===== config.mk =====
export PLATFORM = sky130hd
export DESIGN_NAME = hyperbus_rd_top
export DESIGN_NICKNAME = d
export VERILOG_FILES = /design/src/hw/hyperbus_rd_pkg.sv /design/src/hw/hyperbus_word_fifo.sv /design/src/hw/hyperbus_burst_tracker.sv /design/src/hw/hyperbus_splitter.sv /design/src/hw/hyperbus_lane_mask.sv /design/src/hw/hyperbus_rd_top.sv
export SDC_FILE = /design/constraint.sdc
export NUM_CORES = 1
export LEC_CHECK = 0
export BUFFER_PORTS_ARGS = -buffer_cell sky130_fd_sc_hd__buf_2
export CAP_MARGIN = 10
export CORE_MARGIN = 1
export CORE_UTILIZATION = 40
export CTS_CLUSTER_DIAMETER = 60
export DETAILED_ROUTE_END_ITERATION = 10
export HOLD_SLACK_MARGIN = 0.05
export SYNTH_ARGS = -nofsm -noshare
export SYNTH_HDL_FRONTEND = slang
export SYNTH_SLANG_ARGS = --single-unit

===== constraint.sdc =====
create_clock -name clk_i -period 5.9 [get_ports clk_i]
set_clock_uncertainty 0.2 [all_clocks]
set_input_delay 1.18 -clock clk_i [delete_from_list [all_inputs] [get_ports clk_i]]
set_output_delay 1.18 -clock clk_i [all_outputs]
set_load 0.05 [all_outputs]

===== src/hw/hyperbus_rd_pkg.sv =====
/*
 * HyperBus read path shared definitions.
 * Word and lane widths, transfer size codes and command field types.
 */
package hyperbus_rd_pkg;

  // A PHY word and an AXI beat have the same width.
  localparam int unsigned PhyWidth = 32;
  localparam int unsigned NumLanes = PhyWidth / 8;

  // Transfer size code, as on the AXI AxSIZE field.
  typedef logic [2:0] size_t;

  localparam size_t SizeByte = 3'd0;  // One byte per beat.
  localparam size_t SizeHalf = 3'd1;  // Two bytes per beat.
  localparam size_t SizeWord = 3'd2;  // Four bytes per beat.

  // Byte offset within a word.
  typedef logic [$clog2(NumLanes)-1:0] offs_t;

  // Beat count minus one.
  typedef logic [7:0] len_t;

  // One PHY word as it sits in the word FIFO.
  typedef struct packed {
    logic [PhyWidth-1:0] data;
    logic                last;
  } phy_word_t;

endpackage


===== src/hw/hyperbus_word_fifo.sv =====
/*
 * Word FIFO for the HyperBus read path.
 * Circular buffer for an arbitrary payload type with a registered push ready.
 * FifoDepth must be a power of two and at least two.
 */
`timescale 1ns/100ps

module hyperbus_word_fifo #(
  parameter int unsigned FifoDepth = 4,
  parameter type         payload_t = logic
) (
  input  logic     clk_i,
  input  logic     rst_ni,
  input  logic     push_valid_i,
  input  payload_t push_data_i,
  output logic     push_ready_o,
  output logic     pop_valid_o,
  output payload_t pop_data_o,
  input  logic     pop_i
);

  localparam int unsigned PtrWidth = $clog2(FifoDepth);

  // The top pointer bit tells a full buffer from an empty one.
  logic [PtrWidth:0] wr_ptr_q, wr_ptr_d;
  logic [PtrWidth:0] rd_ptr_q, rd_ptr_d;
  logic              push_ready_q;
  logic              push;
  logic              full_d;

  payload_t mem_q [FifoDepth];

  assign push = push_valid_i && push_ready_q;

  assign wr_ptr_d = wr_ptr_q + (PtrWidth + 1)'(push);
  assign rd_ptr_d = rd_ptr_q + (PtrWidth + 1)'(pop_i);

  // Full in the next cycle, so ready can come straight from a flop.
  assign full_d = (wr_ptr_d[PtrWidth] != rd_ptr_d[PtrWidth]) &&
                  (wr_ptr_d[PtrWidth-1:0] == rd_ptr_d[PtrWidth-1:0]);

  always_ff @(posedge clk_i or negedge rst_ni) begin
    if (!rst_ni) begin
      wr_ptr_q     <= '0;
      rd_ptr_q     <= '0;
      push_ready_q <= 1'b0;  // Held off until the first cycle out of reset.
    end else begin
      wr_ptr_q     <= wr_ptr_d;
      rd_ptr_q     <= rd_ptr_d;
      push_ready_q <= !full_d;
    end
  end

  always_ff @(posedge clk_i) begin
    if (push) begin
      mem_q[wr_ptr_q[PtrWidth-1:0]] <= push_data_i;
    end
  end

  assign push_ready_o = push_ready_q;
  assign pop_valid_o  = (wr_ptr_q != rd_ptr_q);
  assign pop_data_o   = mem_q[rd_ptr_q[PtrWidth-1:0]];

  // The reader may only take a word that is already stored.
  no_pop_when_empty : assert property (
    @(posedge clk_i) disable iff (!rst_ni)
    pop_i |-> pop_valid_o)
    else $error("Word FIFO popped while empty.");

endmodule


===== src/hw/hyperbus_burst_tracker.sv =====
/*
 * Burst tracker for the HyperBus read path.
 * Latches the read command and counts the beats still owed to the AXI side.
 */
`timescale 1ns/100ps

module hyperbus_burst_tracker
  import hyperbus_rd_pkg::*;
(
  input  logic  clk_i,
  input  logic  rst_ni,
  input  logic  cmd_valid_i,
  input  offs_t cmd_addr_i,
  input  len_t  cmd_len_i,
  input  size_t cmd_size_i,
  input  logic  beat_fire_i,
  output logic  active_o,
  output size_t size_o,
  output offs_t start_offs_o,
  output logic  final_beat_o
);

  logic  active_q, active_d;
  size_t size_q, size_d;
  offs_t offs_q, offs_d;
  len_t  remaining_q, remaining_d;  // Beats still owed, minus one.
  logic  final_beat;

  assign final_beat = active_q && (remaining_q == '0);

  always_comb begin
    active_d    = active_q;
    size_d      = size_q;
    offs_d      = offs_q;
    remaining_d = remaining_q;

    if (cmd_valid_i) begin
      active_d    = 1'b1;
      size_d      = cmd_size_i;
      remaining_d = cmd_len_i;
      // Full-word bursts start at lane zero, whatever the address says.
      if (cmd_size_i >= SizeWord) begin
        offs_d = '0;
      end else begin
        offs_d = cmd_addr_i;
      end
    end else if (beat_fire_i) begin
      if (final_beat) begin
        active_d = 1'b0;
      end else begin
        remaining_d = remaining_q - len_t'(1);
      end
    end
  end

  always_ff @(posedge clk_i or negedge rst_ni) begin
    if (!rst_ni) begin
      active_q    <= 1'b0;
      size_q      <= SizeByte;
      offs_q      <= '0;
      remaining_q <= '0;
    end else begin
      active_q    <= active_d;
      size_q      <= size_d;
      offs_q      <= offs_d;
      remaining_q <= remaining_d;
    end
  end

  assign active_o     = active_q;
  assign size_o       = size_q;
  assign start_offs_o = offs_q;
  assign final_beat_o = final_beat;

  // Only one burst may be in flight.
  cmd_while_idle : assert property (
    @(posedge clk_i) disable iff (!rst_ni)
    cmd_valid_i |-> !active_q)
    else $error("Read command arrived while a burst is still active.");

  // Bursts wider than the PHY word are not supported.
  size_supported : assert property (
    @(posedge clk_i) disable iff (!rst_ni)
    cmd_valid_i |-> (cmd_size_i <= SizeWord))
    else $error("Read command size above one word.");

endmodule


===== src/hw/hyperbus_splitter.sv =====
/*
 * Beat splitter for the HyperBus read path.
 * Walks the byte offset through each PHY word, issues one beat per transfer
 * size and pops a word once the burst has left it.
 */
`timescale 1ns/100ps

module hyperbus_splitter
  import hyperbus_rd_pkg::*;
(
  input  logic                clk_i,
  input  logic                rst_ni,
  // Word FIFO head.
  input  logic                word_valid_i,
  input  phy_word_t           word_i,
  output logic                word_pop_o,
  // Burst state from the tracker.
  input  logic                active_i,
  input  size_t               size_i,
  input  offs_t               start_offs_i,
  input  logic                final_beat_i,
  // Beats towards the lane mask.
  input  logic                beat_ready_i,
  output logic                beat_valid_o,
  output logic [PhyWidth-1:0] beat_data_o,
  output offs_t               beat_offs_o,
  output logic                beat_last_o,
  output logic                beat_fire_o
);

  offs_t       offs_q, offs_d;
  logic        loaded_q, loaded_d;  // Offset holds a value of the current burst.
  logic        drain_q, drain_d;
  offs_t       cur_offs;
  logic [2:0]  step;
  logic [2:0]  next_offs;
  logic        wrap;
  logic        beat_fire;

  // The first beat of a burst takes its offset straight from the tracker.
  assign cur_offs = loaded_q ? offs_q : start_offs_i;

  assign step      = 3'd1 << size_i;
  assign next_offs = {1'b0, cur_offs} + step;
  assign wrap      = next_offs[2];  // Next beat starts in the next word.

  // Surplus words of the previous burst must be gone before new beats go out.
  assign beat_valid_o = active_i && word_valid_i && !drain_q;
  assign beat_fire    = beat_valid_o && beat_ready_i;

  always_comb begin
    offs_d     = offs_q;
    loaded_d   = loaded_q;
    drain_d    = drain_q;
    word_pop_o = 1'b0;

    if (drain_q) begin
      // Drop leftover words up to the one that closes the PHY burst.
      if (word_valid_i) begin
        word_pop_o = 1'b1;
        if (word_i.last) begin
          drain_d = 1'b0;
        end
      end
    end else if (beat_fire) begin
      if (final_beat_i) begin
        word_pop_o = 1'b1;
        loaded_d   = 1'b0;
        offs_d     = '0;
        drain_d    = !word_i.last;
      end else begin
        word_pop_o = wrap;
        loaded_d   = 1'b1;
        offs_d     = next_offs[1:0];
      end
    end
  end

  always_ff @(posedge clk_i or negedge rst_ni) begin
    if (!rst_ni) begin
      offs_q   <= '0;
      loaded_q <= 1'b0;
      drain_q  <= 1'b0;
    end else begin
      offs_q   <= offs_d;
      loaded_q <= loaded_d;
      drain_q  <= drain_d;
    end
  end

  assign beat_data_o = word_i.data;
  assign beat_offs_o = cur_offs;
  assign beat_last_o = final_beat_i;
  assign beat_fire_o = beat_fire;

  // A stalled beat stays put until the lane mask takes it.
  beat_held_on_stall : assert property (
    @(posedge clk_i) disable iff (!rst_ni)
    (beat_valid_o && !beat_ready_i) |=>
      (beat_valid_o && $stable(beat_data_o) && $stable(beat_offs_o)))
    else $error("Splitter beat changed while stalled.");

  // A burst never outruns the PHY stream that belongs to it.
  no_beat_past_word_last : assert property (
    @(posedge clk_i) disable iff (!rst_ni)
    (beat_fire && word_i.last && !final_beat_i && wrap) |-> 1'b0)
    else $error("PHY burst ended before the read burst.");

endmodule


===== src/hw/hyperbus_lane_mask.sv =====
/*
 * Lane mask and output stage of the HyperBus read path.
 * Zeroes unused byte lanes and registers the AXI read beat.
 */
`timescale 1ns/100ps

module hyperbus_lane_mask
  import hyperbus_rd_pkg::*;
(
  input  logic                clk_i,
  input  logic                rst_ni,
  input  logic                beat_valid_i,
  input  logic [PhyWidth-1:0] beat_data_i,
  input  offs_t               beat_offs_i,
  input  logic                beat_last_i,
  input  size_t               size_i,
  output logic                beat_ready_o,
  output logic                r_valid_o,
  output logic [PhyWidth-1:0] r_data_o,
  output logic                r_last_o,
  input  logic                r_ready_i
);

  logic [2:0]          lane_lo, lane_hi;
  logic [PhyWidth-1:0] masked_data;
  logic                r_valid_q;
  logic [PhyWidth-1:0] r_data_q;
  logic                r_last_q;

  assign lane_lo = {1'b0, beat_offs_i};
  assign lane_hi = lane_lo + (3'd1 << size_i);

  always_comb begin
    for (int i = 0; i < NumLanes; i++) begin
      if ((3'(i) >= lane_lo) && (3'(i) < lane_hi)) begin
        masked_data[8*i +: 8] = beat_data_i[8*i +: 8];
      end else begin
        masked_data[8*i +: 8] = 8'h00;
      end
    end
  end

  // Room when empty, or when the current beat leaves this cycle.
  assign beat_ready_o = !r_valid_q || r_ready_i;

  always_ff @(posedge clk_i or negedge rst_ni) begin
    if (!rst_ni) begin
      r_valid_q <= 1'b0;
    end else if (beat_ready_o) begin
      r_valid_q <= beat_valid_i;
    end
  end

  always_ff @(posedge clk_i) begin
    if (beat_valid_i && beat_ready_o) begin
      r_data_q <= masked_data;
      r_last_q <= beat_last_i;
    end
  end

  assign r_valid_o = r_valid_q;
  assign r_data_o  = r_data_q;
  assign r_last_o  = r_last_q;

endmodule


===== src/hw/hyperbus_rd_top.sv =====
/*
 * HyperBus read data path.
 * PHY words pass a FIFO and a splitter that cuts them into AXI read beats.
 */
`timescale 1ns/100ps

module hyperbus_rd_top
  import hyperbus_rd_pkg::*;
#(
  parameter int unsigned FifoDepth = 4
) (
  input  logic                clk_i,
  input  logic                rst_ni,
  // Read command.
  input  logic                cmd_valid_i,
  input  offs_t               cmd_addr_i,
  input  len_t                cmd_len_i,
  input  size_t               cmd_size_i,
  // PHY word stream.
  input  logic                phy_valid_i,
  input  logic [PhyWidth-1:0] phy_data_i,
  input  logic                phy_last_i,
  output logic                phy_ready_o,
  // AXI read data.
  output logic                r_valid_o,
  output logic [PhyWidth-1:0] r_data_o,
  output logic                r_last_o,
  input  logic                r_ready_i
);

  logic                word_valid, word_pop;
  phy_word_t           word;
  logic                active, final_beat, beat_fire;
  size_t               size;
  offs_t               start_offs;
  logic                beat_valid, beat_ready, beat_last;
  logic [PhyWidth-1:0] beat_data;
  offs_t               beat_offs;

  hyperbus_word_fifo #(
    .FifoDepth (FifoDepth),
    .payload_t (phy_word_t)
  ) hyperbus_word_fifo_i (
    .clk_i, .rst_ni,
    .push_valid_i (phy_valid_i),
    .push_data_i  ({phy_data_i, phy_last_i}),
    .push_ready_o (phy_ready_o),
    .pop_valid_o  (word_valid),
    .pop_data_o   (word),
    .pop_i        (word_pop)
  );

  hyperbus_burst_tracker hyperbus_burst_tracker_i (
    .clk_i, .rst_ni, .cmd_valid_i, .cmd_addr_i, .cmd_len_i, .cmd_size_i,
    .beat_fire_i (beat_fire), .active_o (active), .size_o (size),
    .start_offs_o (start_offs), .final_beat_o (final_beat)
  );

  hyperbus_splitter hyperbus_splitter_i (
    .clk_i, .rst_ni, .word_valid_i (word_valid), .word_i (word), .word_pop_o (word_pop),
    .active_i (active), .size_i (size), .start_offs_i (start_offs),
    .final_beat_i (final_beat), .beat_ready_i (beat_ready), .beat_valid_o (beat_valid),
    .beat_data_o (beat_data), .beat_offs_o (beat_offs), .beat_last_o (beat_last),
    .beat_fire_o (beat_fire)
  );

  hyperbus_lane_mask hyperbus_lane_mask_i (
    .clk_i, .rst_ni, .beat_valid_i (beat_valid), .beat_data_i (beat_data),
    .beat_offs_i (beat_offs), .beat_last_i (beat_last), .size_i (size),
    .beat_ready_o (beat_ready), .r_valid_o, .r_data_o, .r_last_o, .r_ready_i
  );

endmodule


==> out/qor.csv <==
stage,metric,value,unit
synthesis,ys_types,43,
worst_hold_path,min_to,hyperbus_splitter_i.offs_q[0]$_DFFE_PN0P_,
routing,vias_per_cell,5.12,
critical_path,cp_num_buf_inv,2,
synthesis,post-synth-top-count-cell,edfxtp_1,
critical_path,worstReg2RegEnd,hyperbus_word_fifo_i.push_ready_o$_DFF_PN0_,
synthesis,synth_top_area_cell,edfxtp_1,
worst_hold_path,worst_hold_startpoint,hyperbus_splitter_i.offs_q[0]$_DFFE_PN0P_,
sta,rsz0062_at_grt,no,
sta,worst_pin_slew,0.924,ns
die,row_count,49,
global_routing,use_met1,18.7,%
synthesis,syn_nets,448,
critical_path,crit_cells,13,
placed_design,io_buffers,85,
cts,cts_sinks,191,
finish,layout-drive-gt1-share,33.8,%
sta,setup_tns,0,ns
die,core,18100,um2
global_routing,grt_overflow_total,0,
die,start_util,41.0,%
cts,clockBufferDepth,2,
synthesis,ys_top_cells_by_area,"edfxtp_1 67%, mux4_2 10%, dfrtp_1 8.8%, nor2b_1 2.2%, ha_1 1.2%",
global_routing,grt_start_max_net_pins,43,
pwr,peakVddDrop,0.257,mV
routing,vias,3725,
cts,cts_made_buffers,17,
routing,drcViolationCount,30,
finish,fin_nets,543,
synthesis,synth-seq-cells,191,
outcome,violations,DRC,
critical_path,worstRegToRegCells,13,
critical_path,start_kind,register,
critical_path,reg2reg_from,hyperbus_splitter_i.loaded_q$_DFFE_PN0P_,
worst_hold_path,hold_class,register to register,
critical_path,cp.arrival,3.58,ns
global_routing,grt_use_total,15.1,%
cts,root_buffer,clkbuf_16,
routing,avgRoutedWirePerCell,18.2,um
worst_hold_path,whs_path_depth,2,
synthesis,synth_top_area_share,66.9,%
synthesis,yosys-top-cells-count,"165 x edfxtp_1, 33 x mux4_2, 26 x dfrtp_1, 26 x nor2b_1, 14 x nand2_1",
global_routing,gr-usage-met3,4.43,%
routing,drt_iter0_drc,226,
cts,cts_tree,yes,
pwr,p_per_area,533,nW/um2
cts,cts_resized,0,
critical_path,crit_family,XOR/XNOR gates,
routing,drt-total-wl,13200,um
placed_design,hpwlAfterDp,7990,um
critical_path,path_cells,mux2i_1 > inv_1 > ha_1 > inv_1 > fa_1 > xnor2_1 > o21ai_0 > nand2_1 > ha_1 > ha_1 > xor2_1 > xnor2_1 > or3_1,
synthesis,synth_edf_count,165,
global_routing,antenna_found_initial,2,
synthesis,synth_cells,389,
critical_path,crit_fanout,12,
synthesis,synth_ff_type,edfxtp_1,
global_routing,grtUsageMet2,25.7,%
outcome,status,"finished, violations left",
cts,ctsHoldBuffers,0,
critical_path,ff2ff_setup_slack,2.42,ns
critical_path,end_kind,register,
die,fp.dieArea,19100,um2
run,maxCapViolCount,0,
critical_path,cp_common_cell,ha_1,
sta,maxSlewViolCount,0,
cts,clk_latency,0.42,ns
critical_path,cp_slowest_stage_delay,0.65,ns
synthesis,avgSynthCellArea,19.1,um2
cts,postCtsSetupRepairBufs,0,
placed_design,gp_congestion,0.767,
sta,fmax,287,MHz
sta,hold_viol,0,
critical_path,cp.required,6.00,ns
synthesis,synth-seq-area-share,75.6,%
cts,cts.clk_slew.worst_paths,0.07,ns
die,die_y,138,um
sta,setup_viol,0,
global_routing,busiest_layer,met2,
synthesis,synth_warnings,0,
critical_path,cpMaxStageDelayCell,xnor2_1,
die,die-width,138,um
finish,syn_to_final_growth,17.2,%
global_routing,grt_pass1_vias,3974,
routing,ant_nets,0,
synthesis,async_flop_share,13.6,%
pwr,p_leak,3.11,nW
critical_path,critical_path_class,register to register,
cts,cts_max_level,4,
sta,post-route-period-util,59.0,%
routing,drtPass1Iterations,7,
global_routing,grt_pass1_wl,21400,um
sta,slew_headroom,38.4,%
synthesis,synth_area,7410,um2
finish,fin_util,48.0,%
die,io_pins,86,
sta,period_minus_slack,3.48,ns
-- where the power goes --
part	total, mW	internal [mW]	switching [mW]	leakage [nW]
clock	1.11	0.596	0.512	0.275
combinational	1.47	0.502	0.973	0.995
sequential	2.05	1.88	0.162	1.84
-- layout make-up --
class | instances | area, um2
multi-input cells | 171 | 1700
repair buffers | 91 | 470
flip-flops and latches | 191 | 5610
well taps | 229 | 287
diodes | 2 | 5.00
clock inverters | 15 | 145
inverters | 12 | 46.3
clock buffers | 17 | 425
fillers | 1515 | 9400
-- kinds of logic after synthesis --
logic type                 after synthesis  synth area share [%]
adders and majority gates                8                  1.45
xor gates and xnor gates                 9                  1.06
AOI/OAI and AO/OA                       31                  3.01
muxes                                   38                  10.8
buffers and inverters                   27                  1.64
and+or+nand+nor                         85                  6.45
DFF                                    191                  75.6
-- layout by cell type (no fill, tap or decap), types with 8 or more instances in the layout --
| cell type | count |
|---|---|
| edfxtp_1 | 165 |
| buf_2 | 85 |
| mux4_2 | 33 |
| nor2b_1 | 26 |
| dfrtp_1 | 24 |
| clkbuf_16 | 17 |
| nand2_1 | 14 |
| nor2_1 | 11 |
| inv_1 | 10 |
| o21ai_0 | 8 |
| and2_1 | 8 |
| inv_6 | 8 |
-- worst max-delay path by stage --
stage | from | end | slack [ns]
after global routing | hyperbus_burst_tracker_i.size_o[0]$_DFFE_PN0P_ | hyperbus_word_fifo_i.push_ready_o$_DFF_PN0_ | 2.08
after CTS | hyperbus_splitter_i.loaded_q$_DFFE_PN0P_ | hyperbus_word_fifo_i.push_ready_o$_DFF_PN0_ | 2.36
after global placement | hyperbus_word_fifo_i.rd_ptr_q[1]$_DFF_PN0_ | hyperbus_word_fifo_i.push_ready_o$_DFF_PN0_ | 2.53
final | hyperbus_splitter_i.loaded_q$_DFFE_PN0P_ | hyperbus_word_fifo_i.push_ready_o$_DFF_PN0_ | 2.42
after detailed placement | hyperbus_splitter_i.loaded_q$_DFFE_PN0P_ | hyperbus_word_fifo_i.push_ready_o$_DFF_PN0_ | 2.40
after floorplan | phy_valid_i | hyperbus_word_fifo_i.mem_q[2][0]$_DFFE_PP_ | 1.44
-- worst min-delay path, stage by stage, from the launching register on --
cell     delay [ns]
dfrtp_1        0.35
nand2_1        0.05
nand2_1        0.05
-- state kept, by name, summed over array words and instances (netlist names), 2 cells and up --
name / count
hyperbus_word_fifo_i.rd_ptr_q: 3
hyperbus_burst_tracker_i.size_o: 3
hyperbus_word_fifo_i.wr_ptr_q: 3
hyperbus_lane_mask_i.r_data_o: 32
hyperbus_word_fifo_i.mem_q: 132
hyperbus_burst_tracker_i.start_offs_o: 2
hyperbus_splitter_i.offs_q: 2
hyperbus_burst_tracker_i.remaining_q: 8
-- layer usage --
metal | up-vias | share of wire [%]
met5 | - | 0.13
met4 | 2 | 1.3
met3 | 13 | 4.8
met2 | 76 | 51
met1 | 1917 | 43
li1 | 1717 | -
-- stage by stage --
stage	instance area, um2	hold slack, ns	power (mW)	instances	worst slack (ns)
5_1_grt	8680	0.323	4.86	726	2.08
4_1_cts	8680	0.285	4.70	726	2.36
6_report	8690	0.282	4.63	728	2.42
2_1_floorplan	7410	0.238	3.18	389	1.44
3_3_place_gp	8110	0.257	3.56	694	2.53
3_5_place_dp	8110	0.270	3.59	694	2.40
(Power assumes the default switching activity.)
